### src/fpu_pkg.sv
/*
  Floating-point coprocessor definitions
  Operation codes, APB register offsets, single-precision field widths
  and the operand and raw-result records passed between the blocks
*/

package fpu_pkg;

  // ************************************************************************
  // Command and register map
  // ************************************************************************

  // Code 3 is rejected by the register block
  typedef enum logic [1:0] {
    OP_ADD = 2'd0,
    OP_SUB = 2'd1,
    OP_MUL = 2'd2
  } fpu_op_e;

  // Word offsets
  localparam int unsigned REG_CMD     = 0;
  localparam int unsigned REG_OPERAND = 1;
  localparam int unsigned REG_STATUS  = 2;
  localparam int unsigned REG_RESULT  = 3;

  // ************************************************************************
  // Single-precision format
  // ************************************************************************

  localparam int EXP_BIAS   = 127;
  localparam int BW_EXP     = 8;
  localparam int BW_MANT    = 23;
  localparam int BW_SIG     = 24;

  // Raw magnitude has its binary point after bit 46, bit 47 takes a carry
  localparam int BW_RAW     = 48;
  localparam int BW_RAW_EXP = 10;

  // Operand with the hidden one made explicit
  typedef struct packed {
    logic              sign;
    logic [BW_EXP-1:0] exp;
    logic [BW_SIG-1:0] sig;
  } fp_unpacked_t;

  // Value is mag * 2**(exp - EXP_BIAS - 46)
  typedef struct packed {
    logic                  sign;
    logic [BW_RAW_EXP-1:0] exp;
    logic [BW_RAW-1:0]     mag;
  } fp_raw_t;

  typedef enum logic [1:0] {
    ST_IDLE = 2'd0,
    ST_EXEC = 2'd1,
    ST_PACK = 2'd2,
    ST_DONE = 2'd3
  } fpu_state_e;

endpackage

### src/fpu_apb_regs.sv
/*
  FPU register block
  APB decode, command and operand registers, the four-state sequencer
  and the result register. RESULT reads stall while a computation runs
*/

module fpu_apb_regs #(
  parameter int BW_ADDR = 4
) (
  input  logic                 clk,
  input  logic                 rstnn,
  input  logic                 i_psel,
  input  logic                 i_penable,
  input  logic [BW_ADDR-1:0]   i_paddr,
  input  logic                 i_pwrite,
  input  logic [31:0]          i_pwdata,
  output logic [31:0]          o_prdata,
  output logic                 o_pready,
  output logic                 o_pslverr,
  input  logic [31:0]          i_packed,
  output fpu_pkg::fpu_op_e     o_op,
  output fpu_pkg::fp_unpacked_t o_op_a,
  output fpu_pkg::fp_unpacked_t o_op_b,
  output logic                 o_start
);

  import fpu_pkg::*;

  fpu_state_e   state;
  fpu_op_e      op;
  logic         operand_cnt;
  fp_unpacked_t op_a;
  fp_unpacked_t op_b;
  fp_unpacked_t wdata_unpacked;
  logic [31:0]  result;

  logic sel_cmd;
  logic sel_operand;
  logic sel_status;
  logic sel_result;
  logic unmapped;
  logic busy;
  logic access;
  logic cmd_illegal;
  logic cmd_wr;
  logic operand_wr;
  logic result_rd;

  // ************************************************************************
  // Decode
  // ************************************************************************

  assign sel_cmd     = (i_paddr == BW_ADDR'(REG_CMD));
  assign sel_operand = (i_paddr == BW_ADDR'(REG_OPERAND));
  assign sel_status  = (i_paddr == BW_ADDR'(REG_STATUS));
  assign sel_result  = (i_paddr == BW_ADDR'(REG_RESULT));
  assign unmapped    = !(sel_cmd || sel_operand || sel_status || sel_result);

  assign busy        = (state == ST_EXEC) || (state == ST_PACK);
  assign access      = i_psel && i_penable;
  assign cmd_illegal = sel_cmd && i_pwrite && (i_pwdata[1:0] == 2'd3);

  assign cmd_wr     = access && i_pwrite && sel_cmd && !cmd_illegal;
  assign operand_wr = access && i_pwrite && sel_operand;
  assign result_rd  = access && !i_pwrite && sel_result && !busy;

  // Only a RESULT read during a computation waits
  assign o_pready  = !(i_psel && !i_pwrite && sel_result && busy);
  assign o_pslverr = access && (unmapped || cmd_illegal);

  always_comb
  begin
    o_prdata = '0;
    if (sel_cmd)
      o_prdata = {30'd0, op};
    else if (sel_status)
      o_prdata = {31'd0, busy};
    else if (sel_result)
      o_prdata = result;
  end

  // Hidden one is added on the way in
  assign wdata_unpacked = '{sign: i_pwdata[31],
                            exp:  i_pwdata[30:BW_MANT],
                            sig:  {1'b1, i_pwdata[BW_MANT-1:0]}};

  // ************************************************************************
  // Command and operands
  // ************************************************************************

  always_ff @(posedge clk, negedge rstnn)
  begin
    if (rstnn == 1'b0)
    begin
      op          <= OP_ADD;
      operand_cnt <= 1'b0;
      op_a        <= '0;
      op_b        <= '0;
    end
    else if (cmd_wr)
    begin
      op          <= fpu_op_e'(i_pwdata[1:0]);
      operand_cnt <= 1'b0;
    end
    else if (operand_wr)
    begin
      if (operand_cnt == 1'b0)
        op_a <= wdata_unpacked;
      else
        op_b <= wdata_unpacked;
      operand_cnt <= !operand_cnt;
    end
  end

  // ************************************************************************
  // Sequencer and result
  // ************************************************************************

  always_ff @(posedge clk, negedge rstnn)
  begin
    if (rstnn == 1'b0)
      state <= ST_IDLE;
    else if (cmd_wr)
      state <= ST_IDLE;
    else if (operand_wr && operand_cnt)
      state <= ST_EXEC;
    else
      case (state)
        ST_EXEC: state <= ST_PACK;
        ST_PACK: state <= ST_DONE;
        ST_DONE:
          if (result_rd)
            state <= ST_IDLE;
        default: state <= state;
      endcase
  end

  always_ff @(posedge clk, negedge rstnn)
  begin
    if (rstnn == 1'b0)
      result <= '0;
    else if (state == ST_PACK)
      result <= i_packed;
  end

  // ST_EXEC lasts exactly one cycle
  assign o_start = (state == ST_EXEC);
  assign o_op    = op;
  assign o_op_a  = op_a;
  assign o_op_b  = op_b;

endmodule

### src/fpu_add_path.sv
/*
  FPU add/subtract path
  Orders the operands, aligns the smaller significand and adds or
  subtracts the magnitudes into a raw result register
*/

module fpu_add_path (
  input  logic                  clk,
  input  logic                  rstnn,
  input  logic                  i_start,
  input  fpu_pkg::fpu_op_e      i_op,
  input  fpu_pkg::fp_unpacked_t i_op_a,
  input  fpu_pkg::fp_unpacked_t i_op_b,
  output fpu_pkg::fp_raw_t      o_raw
);

  import fpu_pkg::*;

  fp_unpacked_t      b_eff;
  fp_unpacked_t      big;
  fp_unpacked_t      little;
  logic              a_is_big;
  logic [BW_EXP-1:0] exp_diff;
  logic [BW_RAW-1:0] big_mag;
  logic [BW_RAW-1:0] small_mag;
  logic [BW_RAW-1:0] sum_mag;

  // Subtraction is addition of a negated B
  always_comb
  begin
    b_eff = i_op_b;
    if (i_op == OP_SUB)
      b_eff.sign = !i_op_b.sign;
  end

  assign a_is_big = (i_op_a.exp > b_eff.exp) ||
                    ((i_op_a.exp == b_eff.exp) && (i_op_a.sig >= b_eff.sig));
  assign big      = a_is_big ? i_op_a : b_eff;
  assign little   = a_is_big ? b_eff  : i_op_a;
  assign exp_diff = big.exp - little.exp;

  // Larger significand sits at bits 46..23, shifted-out bits are lost
  assign big_mag   = {1'b0, big.sig, {BW_MANT{1'b0}}};
  assign small_mag = {1'b0, little.sig, {BW_MANT{1'b0}}} >> exp_diff;

  // Ordering keeps the difference non-negative
  assign sum_mag = (big.sign == little.sign) ? (big_mag + small_mag)
                                             : (big_mag - small_mag);

  always_ff @(posedge clk, negedge rstnn)
  begin
    if (rstnn == 1'b0)
      o_raw <= '0;
    else if (i_start)
    begin
      o_raw.sign <= big.sign;
      o_raw.exp  <= {2'b00, big.exp};
      o_raw.mag  <= sum_mag;
    end
  end

endmodule

### src/fpu_mul_path.sv
/*
  FPU multiply path
  Sign XOR, biased exponent sum and full 24x24 significand product,
  registered on start
*/

module fpu_mul_path (
  input  logic                  clk,
  input  logic                  rstnn,
  input  logic                  i_start,
  input  fpu_pkg::fp_unpacked_t i_op_a,
  input  fpu_pkg::fp_unpacked_t i_op_b,
  output fpu_pkg::fp_raw_t      o_raw
);

  import fpu_pkg::*;

  logic [BW_RAW_EXP-1:0] exp_sum;
  logic [BW_RAW-1:0]     product;

  // One bias is removed so the result stays biased once
  assign exp_sum = {2'b00, i_op_a.exp} + {2'b00, i_op_b.exp} - BW_RAW_EXP'(EXP_BIAS);
  assign product = BW_RAW'(i_op_a.sig) * BW_RAW'(i_op_b.sig);

  always_ff @(posedge clk, negedge rstnn)
  begin
    if (rstnn == 1'b0)
      o_raw <= '0;
    else if (i_start)
    begin
      o_raw.sign <= i_op_a.sign ^ i_op_b.sign;
      o_raw.exp  <= exp_sum;
      o_raw.mag  <= product;
    end
  end

endmodule

### src/fpu_norm_pack.sv
/*
  FPU normalize and pack
  Picks the raw result for the current operation, normalizes on the
  leading one, truncates and packs an IEEE single-precision word
*/

module fpu_norm_pack (
  input  fpu_pkg::fpu_op_e i_op,
  input  fpu_pkg::fp_raw_t i_add_raw,
  input  fpu_pkg::fp_raw_t i_mul_raw,
  output logic [31:0]      o_packed
);

  import fpu_pkg::*;

  localparam int BW_LEAD = $clog2(BW_RAW);

  fp_raw_t               raw;
  logic [BW_LEAD-1:0]    lead;
  logic [BW_RAW-1:0]     norm_mag;
  logic [BW_RAW_EXP-1:0] norm_exp;
  logic [BW_MANT-1:0]    mant;

  assign raw = (i_op == OP_MUL) ? i_mul_raw : i_add_raw;

  // Leading one, highest set bit wins
  always_comb
  begin
    lead = '0;
    for (int i = 0; i < BW_RAW; i++)
    begin
      if (raw.mag[i])
        lead = BW_LEAD'(i);
    end
  end

  // Move the leading one to bit 47, zeros fill from below
  assign norm_mag = raw.mag << (BW_RAW - 1 - lead);
  assign mant     = norm_mag[BW_RAW-2 -: BW_MANT];

  // Binary point sits after bit 46
  assign norm_exp = raw.exp + BW_RAW_EXP'(lead) - BW_RAW_EXP'(BW_RAW - 2);

  always_comb
  begin
    if (raw.mag == '0)
      o_packed = '0;
    else
      o_packed = {raw.sign, norm_exp[BW_EXP-1:0], mant};
  end

endmodule

### src/fpu_apb.sv
/*
  Floating-point coprocessor with an APB slave port
  ADD, SUB and MUL on IEEE single-precision operands
*/

module fpu_apb #(
  parameter int BW_ADDR = 4
) (
  input  logic               clk,
  input  logic               rstnn,
  input  logic               i_psel,
  input  logic               i_penable,
  input  logic [BW_ADDR-1:0] i_paddr,
  input  logic               i_pwrite,
  input  logic [31:0]        i_pwdata,
  output logic [31:0]        o_prdata,
  output logic               o_pready,
  output logic               o_pslverr
);

  import fpu_pkg::*;

  fpu_op_e      op;
  fp_unpacked_t op_a;
  fp_unpacked_t op_b;
  logic         start;
  fp_raw_t      add_raw;
  fp_raw_t      mul_raw;
  logic [31:0]  packed_word;

  fpu_apb_regs #(
    .BW_ADDR(BW_ADDR)
  ) regs_inst (
    .clk       (clk),
    .rstnn     (rstnn),
    .i_psel    (i_psel),
    .i_penable (i_penable),
    .i_paddr   (i_paddr),
    .i_pwrite  (i_pwrite),
    .i_pwdata  (i_pwdata),
    .o_prdata  (o_prdata),
    .o_pready  (o_pready),
    .o_pslverr (o_pslverr),
    .i_packed  (packed_word),
    .o_op      (op),
    .o_op_a    (op_a),
    .o_op_b    (op_b),
    .o_start   (start)
  );

  fpu_add_path add_path_inst (
    .clk     (clk),
    .rstnn   (rstnn),
    .i_start (start),
    .i_op    (op),
    .i_op_a  (op_a),
    .i_op_b  (op_b),
    .o_raw   (add_raw)
  );

  fpu_mul_path mul_path_inst (
    .clk     (clk),
    .rstnn   (rstnn),
    .i_start (start),
    .i_op_a  (op_a),
    .i_op_b  (op_b),
    .o_raw   (mul_raw)
  );

  fpu_norm_pack norm_pack_inst (
    .i_op      (op),
    .i_add_raw (add_raw),
    .i_mul_raw (mul_raw),
    .o_packed  (packed_word)
  );

endmodule

### config.mk
export PLATFORM = sky130hd
export DESIGN_NAME = fpu_apb
export DESIGN_NICKNAME = d
export VERILOG_FILES = /design/src/fpu_pkg.sv /design/src/fpu_apb_regs.sv /design/src/fpu_add_path.sv /design/src/fpu_mul_path.sv /design/src/fpu_norm_pack.sv /design/src/fpu_apb.sv
export SDC_FILE = /design/constraint.sdc
export NUM_CORES = 2
export LEC_CHECK = 0
export ABC_AREA = 1
export BUFFER_PORTS_ARGS = -buffer_cell sky130_fd_sc_hd__buf_4
export CAP_MARGIN = 20
export CORE_AREA = 2 2 412 414
export DETAILED_ROUTE_END_ITERATION = 8
export DIE_AREA = 0 0 414 416
export GPL_TIMING_DRIVEN = 0
export PLACE_DENSITY = 0.44
export REMOVE_ABC_BUFFERS = 1
export SETUP_SLACK_MARGIN = 0.5
export SYNTH_ARGS = -nofsm -noshare
export SYNTH_HDL_FRONTEND = slang
export SYNTH_HIERARCHICAL = 1
export SYNTH_SLANG_ARGS = --single-unit
### constraint.sdc
create_clock -name clk -period 7.9 [get_ports clk]
set_clock_uncertainty 0.1 [all_clocks]
set_input_delay 0.79 -clock clk [delete_from_list [all_inputs] [get_ports clk]]
set_output_delay 0.79 -clock clk [all_outputs]
set_load 0.005 [all_outputs]
* After elaboration in Yosys (flattened, before gate mapping) *
Index checks and enable logic that the tools add are counted.

cells by class
  add/subtract/negate cells = 8
  multiply operators = 1
  $lt $le $gt $ge = 2
  equal/unequal tests = 12
  shift-type cells = 2
  mux-type cells = 62
  bitwise logic cells = 3
  reduce and logical (&&, ||, !) cells = 36

operators with widths
  cell                                                                  number
  32-bit two-way mux                                                    4
  6-bit two-way mux                                                     16
  5-bit two-way mux                                                     16
  33-bit two-way mux                                                    2
  59-bit two-way mux                                                    1
  47-bit by 48-bit adder with 48-bit output                             1
  48-bit zero test                                                      1
  24-bit by 24-bit multiplier with 48-bit output                        1
  48-bit two-way mux                                                    1
  48-bit by 32-bit left shift with 47-bit output                        1
  47-bit by 8-bit >> shifter with 48-bit output                         1
  47-bit by 48-bit subtractor with 48-bit output                        1
  4-bit two-way mux                                                     8
  24-bit >= comparator                                                  1
  1-bit logical AND                                                     16
  3-bit two-way mux                                                     4
  2-bit two-way mux                                                     5
  10-bit by 7-bit subtractor with 10-bit output, second input constant  1
  8-bit by 8-bit adder with 9-bit output                                1
  8-bit by 6-bit adder with 8-bit output                                1
  2-bit == test, second input constant                                  4
  4-bit by 2-bit == test with 1-bit output, second input constant       2
  8-bit == test                                                         1
  8-bit > comparator                                                    1
  other kinds (18)                                                      35

storage, ports and cells
  flip-flop bits (word level) = 219
  bits of input ports = 41
  output and inout bits = 34
  logic and storage cells = 142

* Depth between registers and ports, before layout *
  depth after elaboration = 52
  gate-level depth with buffers = 65
  mapped depth without buffers = 63

* Modules after synthesis *
The synthesis kept the hierarchy.

modules (own cells, without submodules)
  module         times used  cells an instance  area each (um^2)  seq. area each (um^2)
  fpu_mul_path   1           3,143              23,119.7          1,476.4
  fpu_add_path   1           1,617              9,460.3           1,426.4
  fpu_norm_pack  1           1,014              4,765.8           0.0
  fpu_apb_regs   1           542                4,440.5           2,577.5

* Worst setup path after synthesis *
No wires, ideal clock.

  kind = register -> register
  from = register, netlist name regs_inst/o_op_b[23]
  to = register add_path_inst/o_raw[46] (netlist name)
  setup time = 0.066 ns
  data arrival time = 6.087 ns
  data required time = 7.734 ns
  slack = 1.648 ns
  cell stages (with the launch flop) = 47
  buffers on the path = 3
  clock period less this slack = 6.252 ns
  cell sequence = dfrtp_1 > inv_1 > ha_1 > nand2_1 > nor2_2 > nand2_1 > nor2_2 > nand2_1 > nor2_1 > nand2_1 > nand2_4 > nand2_8 > nand2_1 > nand3_2 > ha_1 > a21o_2 > nand3_1 > o2111ai_2 > (+11 left out) > o31ai_1 > nor2_1 > o31ai_1 > nand3_1 > nand2_1 > nand3_1 > nand2_1 > a31oi_1 > inv_1 > a31oi_1 > o31ai_1 > nand3_1 > o31ai_1 > xor2_1 > nand2_1 > nand2_1 > nand2_1 > nand2_1

between the ends
  word-level cells in the longest chain between the ends = 8
  elaborated cells between the ends (all ways) = 11
  those cells by class = add/sub (3); order compare (1); eq/ne (1); shift (1); mux (3); reduce/logical (2)

RTL lines
  item                                                                                                                RTL line                                source
  24-bit >= comparator                                                                                                fpu_add_path.sv:37                      ((i_op_a.exp == b_eff.exp) && (i_op_a.sig >= b_eff.sig));
  1-bit logical AND                                                                                                   fpu_add_path.sv:37
  1-bit logical OR                                                                                                    fpu_add_path.sv:36                      assign a_is_big = (i_op_a.exp > b_eff.exp) ||
  33-bit two-way mux (on tied branches)                                                                               fpu_add_path.sv:38, fpu_add_path.sv:39
  8-bit subtractor                                                                                                    fpu_add_path.sv:40                      assign exp_diff = big.exp - little.exp;
  47-bit by 8-bit >> shifter with 48-bit output                                                                       fpu_add_path.sv:44                      assign small_mag = {1'b0, little.sig, {BW_MANT{1'b0}}} >> exp_diff;
  47-bit by 48-bit subtractor with 48-bit output / 47-bit by 48-bit adder with 48-bit output (equally long branches)  fpu_add_path.sv:48, fpu_add_path.sv:47
  48-bit two-way mux (*)                                                                                              fpu_add_path.sv:47                      assign sum_mag = (big.sign == little.sign) ? (big_mag + small_mag)
  to (decl)                                                                                                           fpu_add_path.sv:14                      output fpu_pkg::fp_raw_t o_raw

Every way passes the cells marked *; elsewhere a longest branch is shown, timed or not.
A chain may end at the register's enable or synchronous reset.

* Final worst setup path *
  from = register, netlist name regs_inst/o_op_b[23]
  to = register add_path_inst/o_raw[45] (netlist name)

between the ends
  word-level cells in the longest chain between the ends = 8
  elaborated cells between the ends (all ways) = 11
  those cells by class = add/sub (3); order compare (1); eq/ne (1); shift (1); mux (3); reduce/logical (2)

RTL lines
  item                                                                                                                RTL line
  24-bit >= comparator                                                                                                fpu_add_path.sv:37
  1-bit logical AND                                                                                                   fpu_add_path.sv:37
  1-bit logical OR                                                                                                    fpu_add_path.sv:36
  33-bit two-way mux (on tied branches)                                                                               fpu_add_path.sv:38, fpu_add_path.sv:39
  8-bit subtractor                                                                                                    fpu_add_path.sv:40
  47-bit by 8-bit >> shifter with 48-bit output                                                                       fpu_add_path.sv:44
  47-bit by 48-bit subtractor with 48-bit output / 47-bit by 48-bit adder with 48-bit output (equally long branches)  fpu_add_path.sv:48, fpu_add_path.sv:47
  48-bit two-way mux (*)                                                                                              fpu_add_path.sv:47

Marks and branches as above.

==> flow_summary.ini <==
[status]
status = finished clean

[pwr]
leakage_nw = 26.3
powerDensity_nw_per_um2 = 294
pwr-share-seq = 0.123
combPwrFrac = 0.776
power.switching_mw = 8.29
peakVddDrop_mv = 0.217
switching_share = 0.586
p_int_mw = 5.86
pwr-share-clk = 0.101

[setup_path]
end_kind = flop
cp_max_fo = 12
crit_slowest_cell = dfrtp_4
worstSetupPathType = flop to flop
cp_num_buf_inv = 10
cp_top_family = simple AND/OR/NAND/NOR gates
critPathMostFrequentCell = nand2_1
r2r_setup_slack_ns = 0.67
r2r_end = add_path_inst/o_raw[45]$_DFFE_PN0P_
r2r.worst_path.cells = 47
critPathMaxStageDelay_ns = 0.51
timing.rr.start = regs_inst/o_op_b[23]$_DFFE_PN0P_
cp.required_ns = 8.29
start_kind = flop
cp.arrival_ns = 7.61

[sta]
hold_viol_final = 0
relSlewSlack = 0.156
setup_viol = 0
rsz0062_at_grt = true
tightest_slew_ns = 1.23
setup_ws_ns = 0.673
period_needed_ns = 7.23
min_period_over_period = 0.915
report.final.slew_viol_count = 0
max_freq_ghz = 0.138

[place]
dpl.cell_count = 8372
dpl.hpwl_um = 118000
place_ws_ns = -2.80
gp_congestion = 0.898
place_area_um2 = 45100
port_buffers = 74

[routing]
finalWirelength_um = 158000
via_per_inst = 4.64
first_pass_iters = 6
wl_per_cell_um = 18.5
vias = 39600
drcViolationCount = 0
postRouteAntennaNets = 0
drt_iter0_markers = 3173

[grt]
gr-total-overflow = 0
grt_max_degree = 105
grt_use_total = 0.179
grt_pass1_wl_um = 240000
antenna_found_initial = 4
grt_pass1_vias = 39400

[cts]
clkLatencyLatePin_ns = 0.63
cts_sinks = 217
htreeDepth = 1
clock_path_buffers = 3
tritoncts = built
cts_buffers = 26
cts-root-buf = clkbuf_16
cts.clk_slew.worst_paths_ns = 0.08

[floorplan]
initial_core_util = 0.248
core-area_um2 = 168000
die_h_um = 416
dieArea_um2 = 172000
num_rows = 151
die_w_um = 414
boundaryPins = 75

[cells_and_area]
area_growth_pct = 15.6
seqCellArea_um2 = 5570
n_antenna_cell = 0
instances_no_fill = 8528
drive_gt1_frac = 0.0952
fillers = 18800
finish.instance_area_um2 = 48100
fin_nets = 7103
multi_input_area_um2 = 30700

[flow_run]
max_cap_viol_count = 0

[synth]
syn-cell-area_um2 = 41600
syn_inst = 6295
synth_warnings = 6
syn_area_per_cell_um2 = 6.61

[hold_path]
hold_end = regs_inst/o_op_b[7]$_DFFE_PN0P_
hp-class = input port to flop
hold_depth = 3
min_from = i_pwdata[7]
worst reg2reg max path: cells and delay by family, from the launching register on:
family / cells / cell delay, ns
and+or+nand+nor: 20 / 2.29
AOI/OAI and AO/OA: 12 / 1.91
buffers and inverters: 10 / 1.35
adders and majority gates: 3 / 0.58
DFF: 1 / 0.51
xor gates and xnor gates: 2 / 0.33
layer usage:
layer	share of wire	GRT usage	up-vias
li1	-	-	19000
met1	0.48	0.259	19300
met2	0.45	0.292	1087
met3	0.055	0.0182	127
met4	0.017	0.0258	0
met5	0	0	-
cell usage in the layout (no fill, tap or decap), drive strengths merged, types with 19 or more instances in the layout:
| cell | instances |
|---|---|
| a21oi | 141 |
| buf | 214 |
| clkbuf | 33 |
| dfrtp | 217 |
| fa | 485 |
| ha | 287 |
| inv | 1417 |
| mux2i | 19 |
| nand2 | 1939 |
| nand3 | 681 |
| nand4 | 61 |
| nor2 | 331 |
| nor3 | 22 |
| o21ai | 261 |
| xnor2 | 27 |
| xor2 | 29 |
metrics by stage:
stage | total power, mW | util | TNS (ns) | hold slack [ns]
detailed placement | 12.1 | 0.268 | -42.10 | 0.356
global route | 15.6 | 0.286 | 0 | 0.255
CTS | 13.9 | 0.281 | 0 | 0.222
finish | 14.2 | 0.286 | 0 | 0.266
global placement | 11.9 | 0.260 | -198.90 | 0.352
floorplan | 8.70 | - | 0 | 0.338
final cells by class:
cell class / instances / area share
sequential: 217 / 0.116
multi-input combinational: 4404 / 0.638
inverter: 1423 / 0.112
tap: 2218 / 0.0577
clock inverter: 17 / 0.00562
timing repair inverter: 1 / 0.000156
clock buffer: 31 / 0.0147
timing repair buffer: 217 / 0.0567
flip-flops by register name (all words and copies together), names as in the netlist:
name	flops
add_path_inst/o_raw	57
mul_path_inst/o_raw	57
regs_inst/o_op_a	33
regs_inst/o_op_b	33
regs_inst/result	32
regs_inst/o_op	2
regs_inst/state	2
regs_inst/operand_cnt	1
power groups by stage:
stage	registers [mW]	clock network [mW]	logic, mW
after CTS	1.75	1.48	10.7
after detailed placement	1.83	0	10.3
after global routing	1.78	1.51	12.3
after floorplan	1.68	0	7.01
final	1.74	1.43	11.0
after global placement	1.94	0	9.99
worst max-delay path by stage:
stage | startpoint | to | slack (ns) | cells after the start
3_3_place_gp | regs_inst/o_op_a[23]$_DFFE_PN0P_ | add_path_inst/o_raw[46]$_DFFE_PN0P_ | -4.05 | 41
6_report | regs_inst/o_op_b[23]$_DFFE_PN0P_ | add_path_inst/o_raw[45]$_DFFE_PN0P_ | 0.67 | 47
3_5_place_dp | regs_inst/o_op_b[23]$_DFFE_PN0P_ | add_path_inst/o_raw[45]$_DFFE_PN0P_ | -2.80 | 45
5_1_grt | regs_inst/o_op_b[30]$_DFFE_PN0P_ | add_path_inst/o_raw[45]$_DFFE_PN0P_ | 0.43 | 48
2_1_floorplan | regs_inst/o_op[0]$_DFFE_PN0P_ | regs_inst/result[21]$_DFFE_PN0N_ | 0.26 | 21
4_1_cts | regs_inst/o_op_a[23]$_DFFE_PN0P_ | add_path_inst/o_raw[45]$_DFFE_PN0P_ | 0.45 | 48
repair_timing:
item	CTS	global route
resized for setup	131	103
cloned	8	8
buffers inserted	64	26
pin swaps	22	44
hold buffers	1	0
hold endpoints to repair	26	0
setup endpoints to repair	53	19
Note: power is estimated with default switching activity, not from simulation.
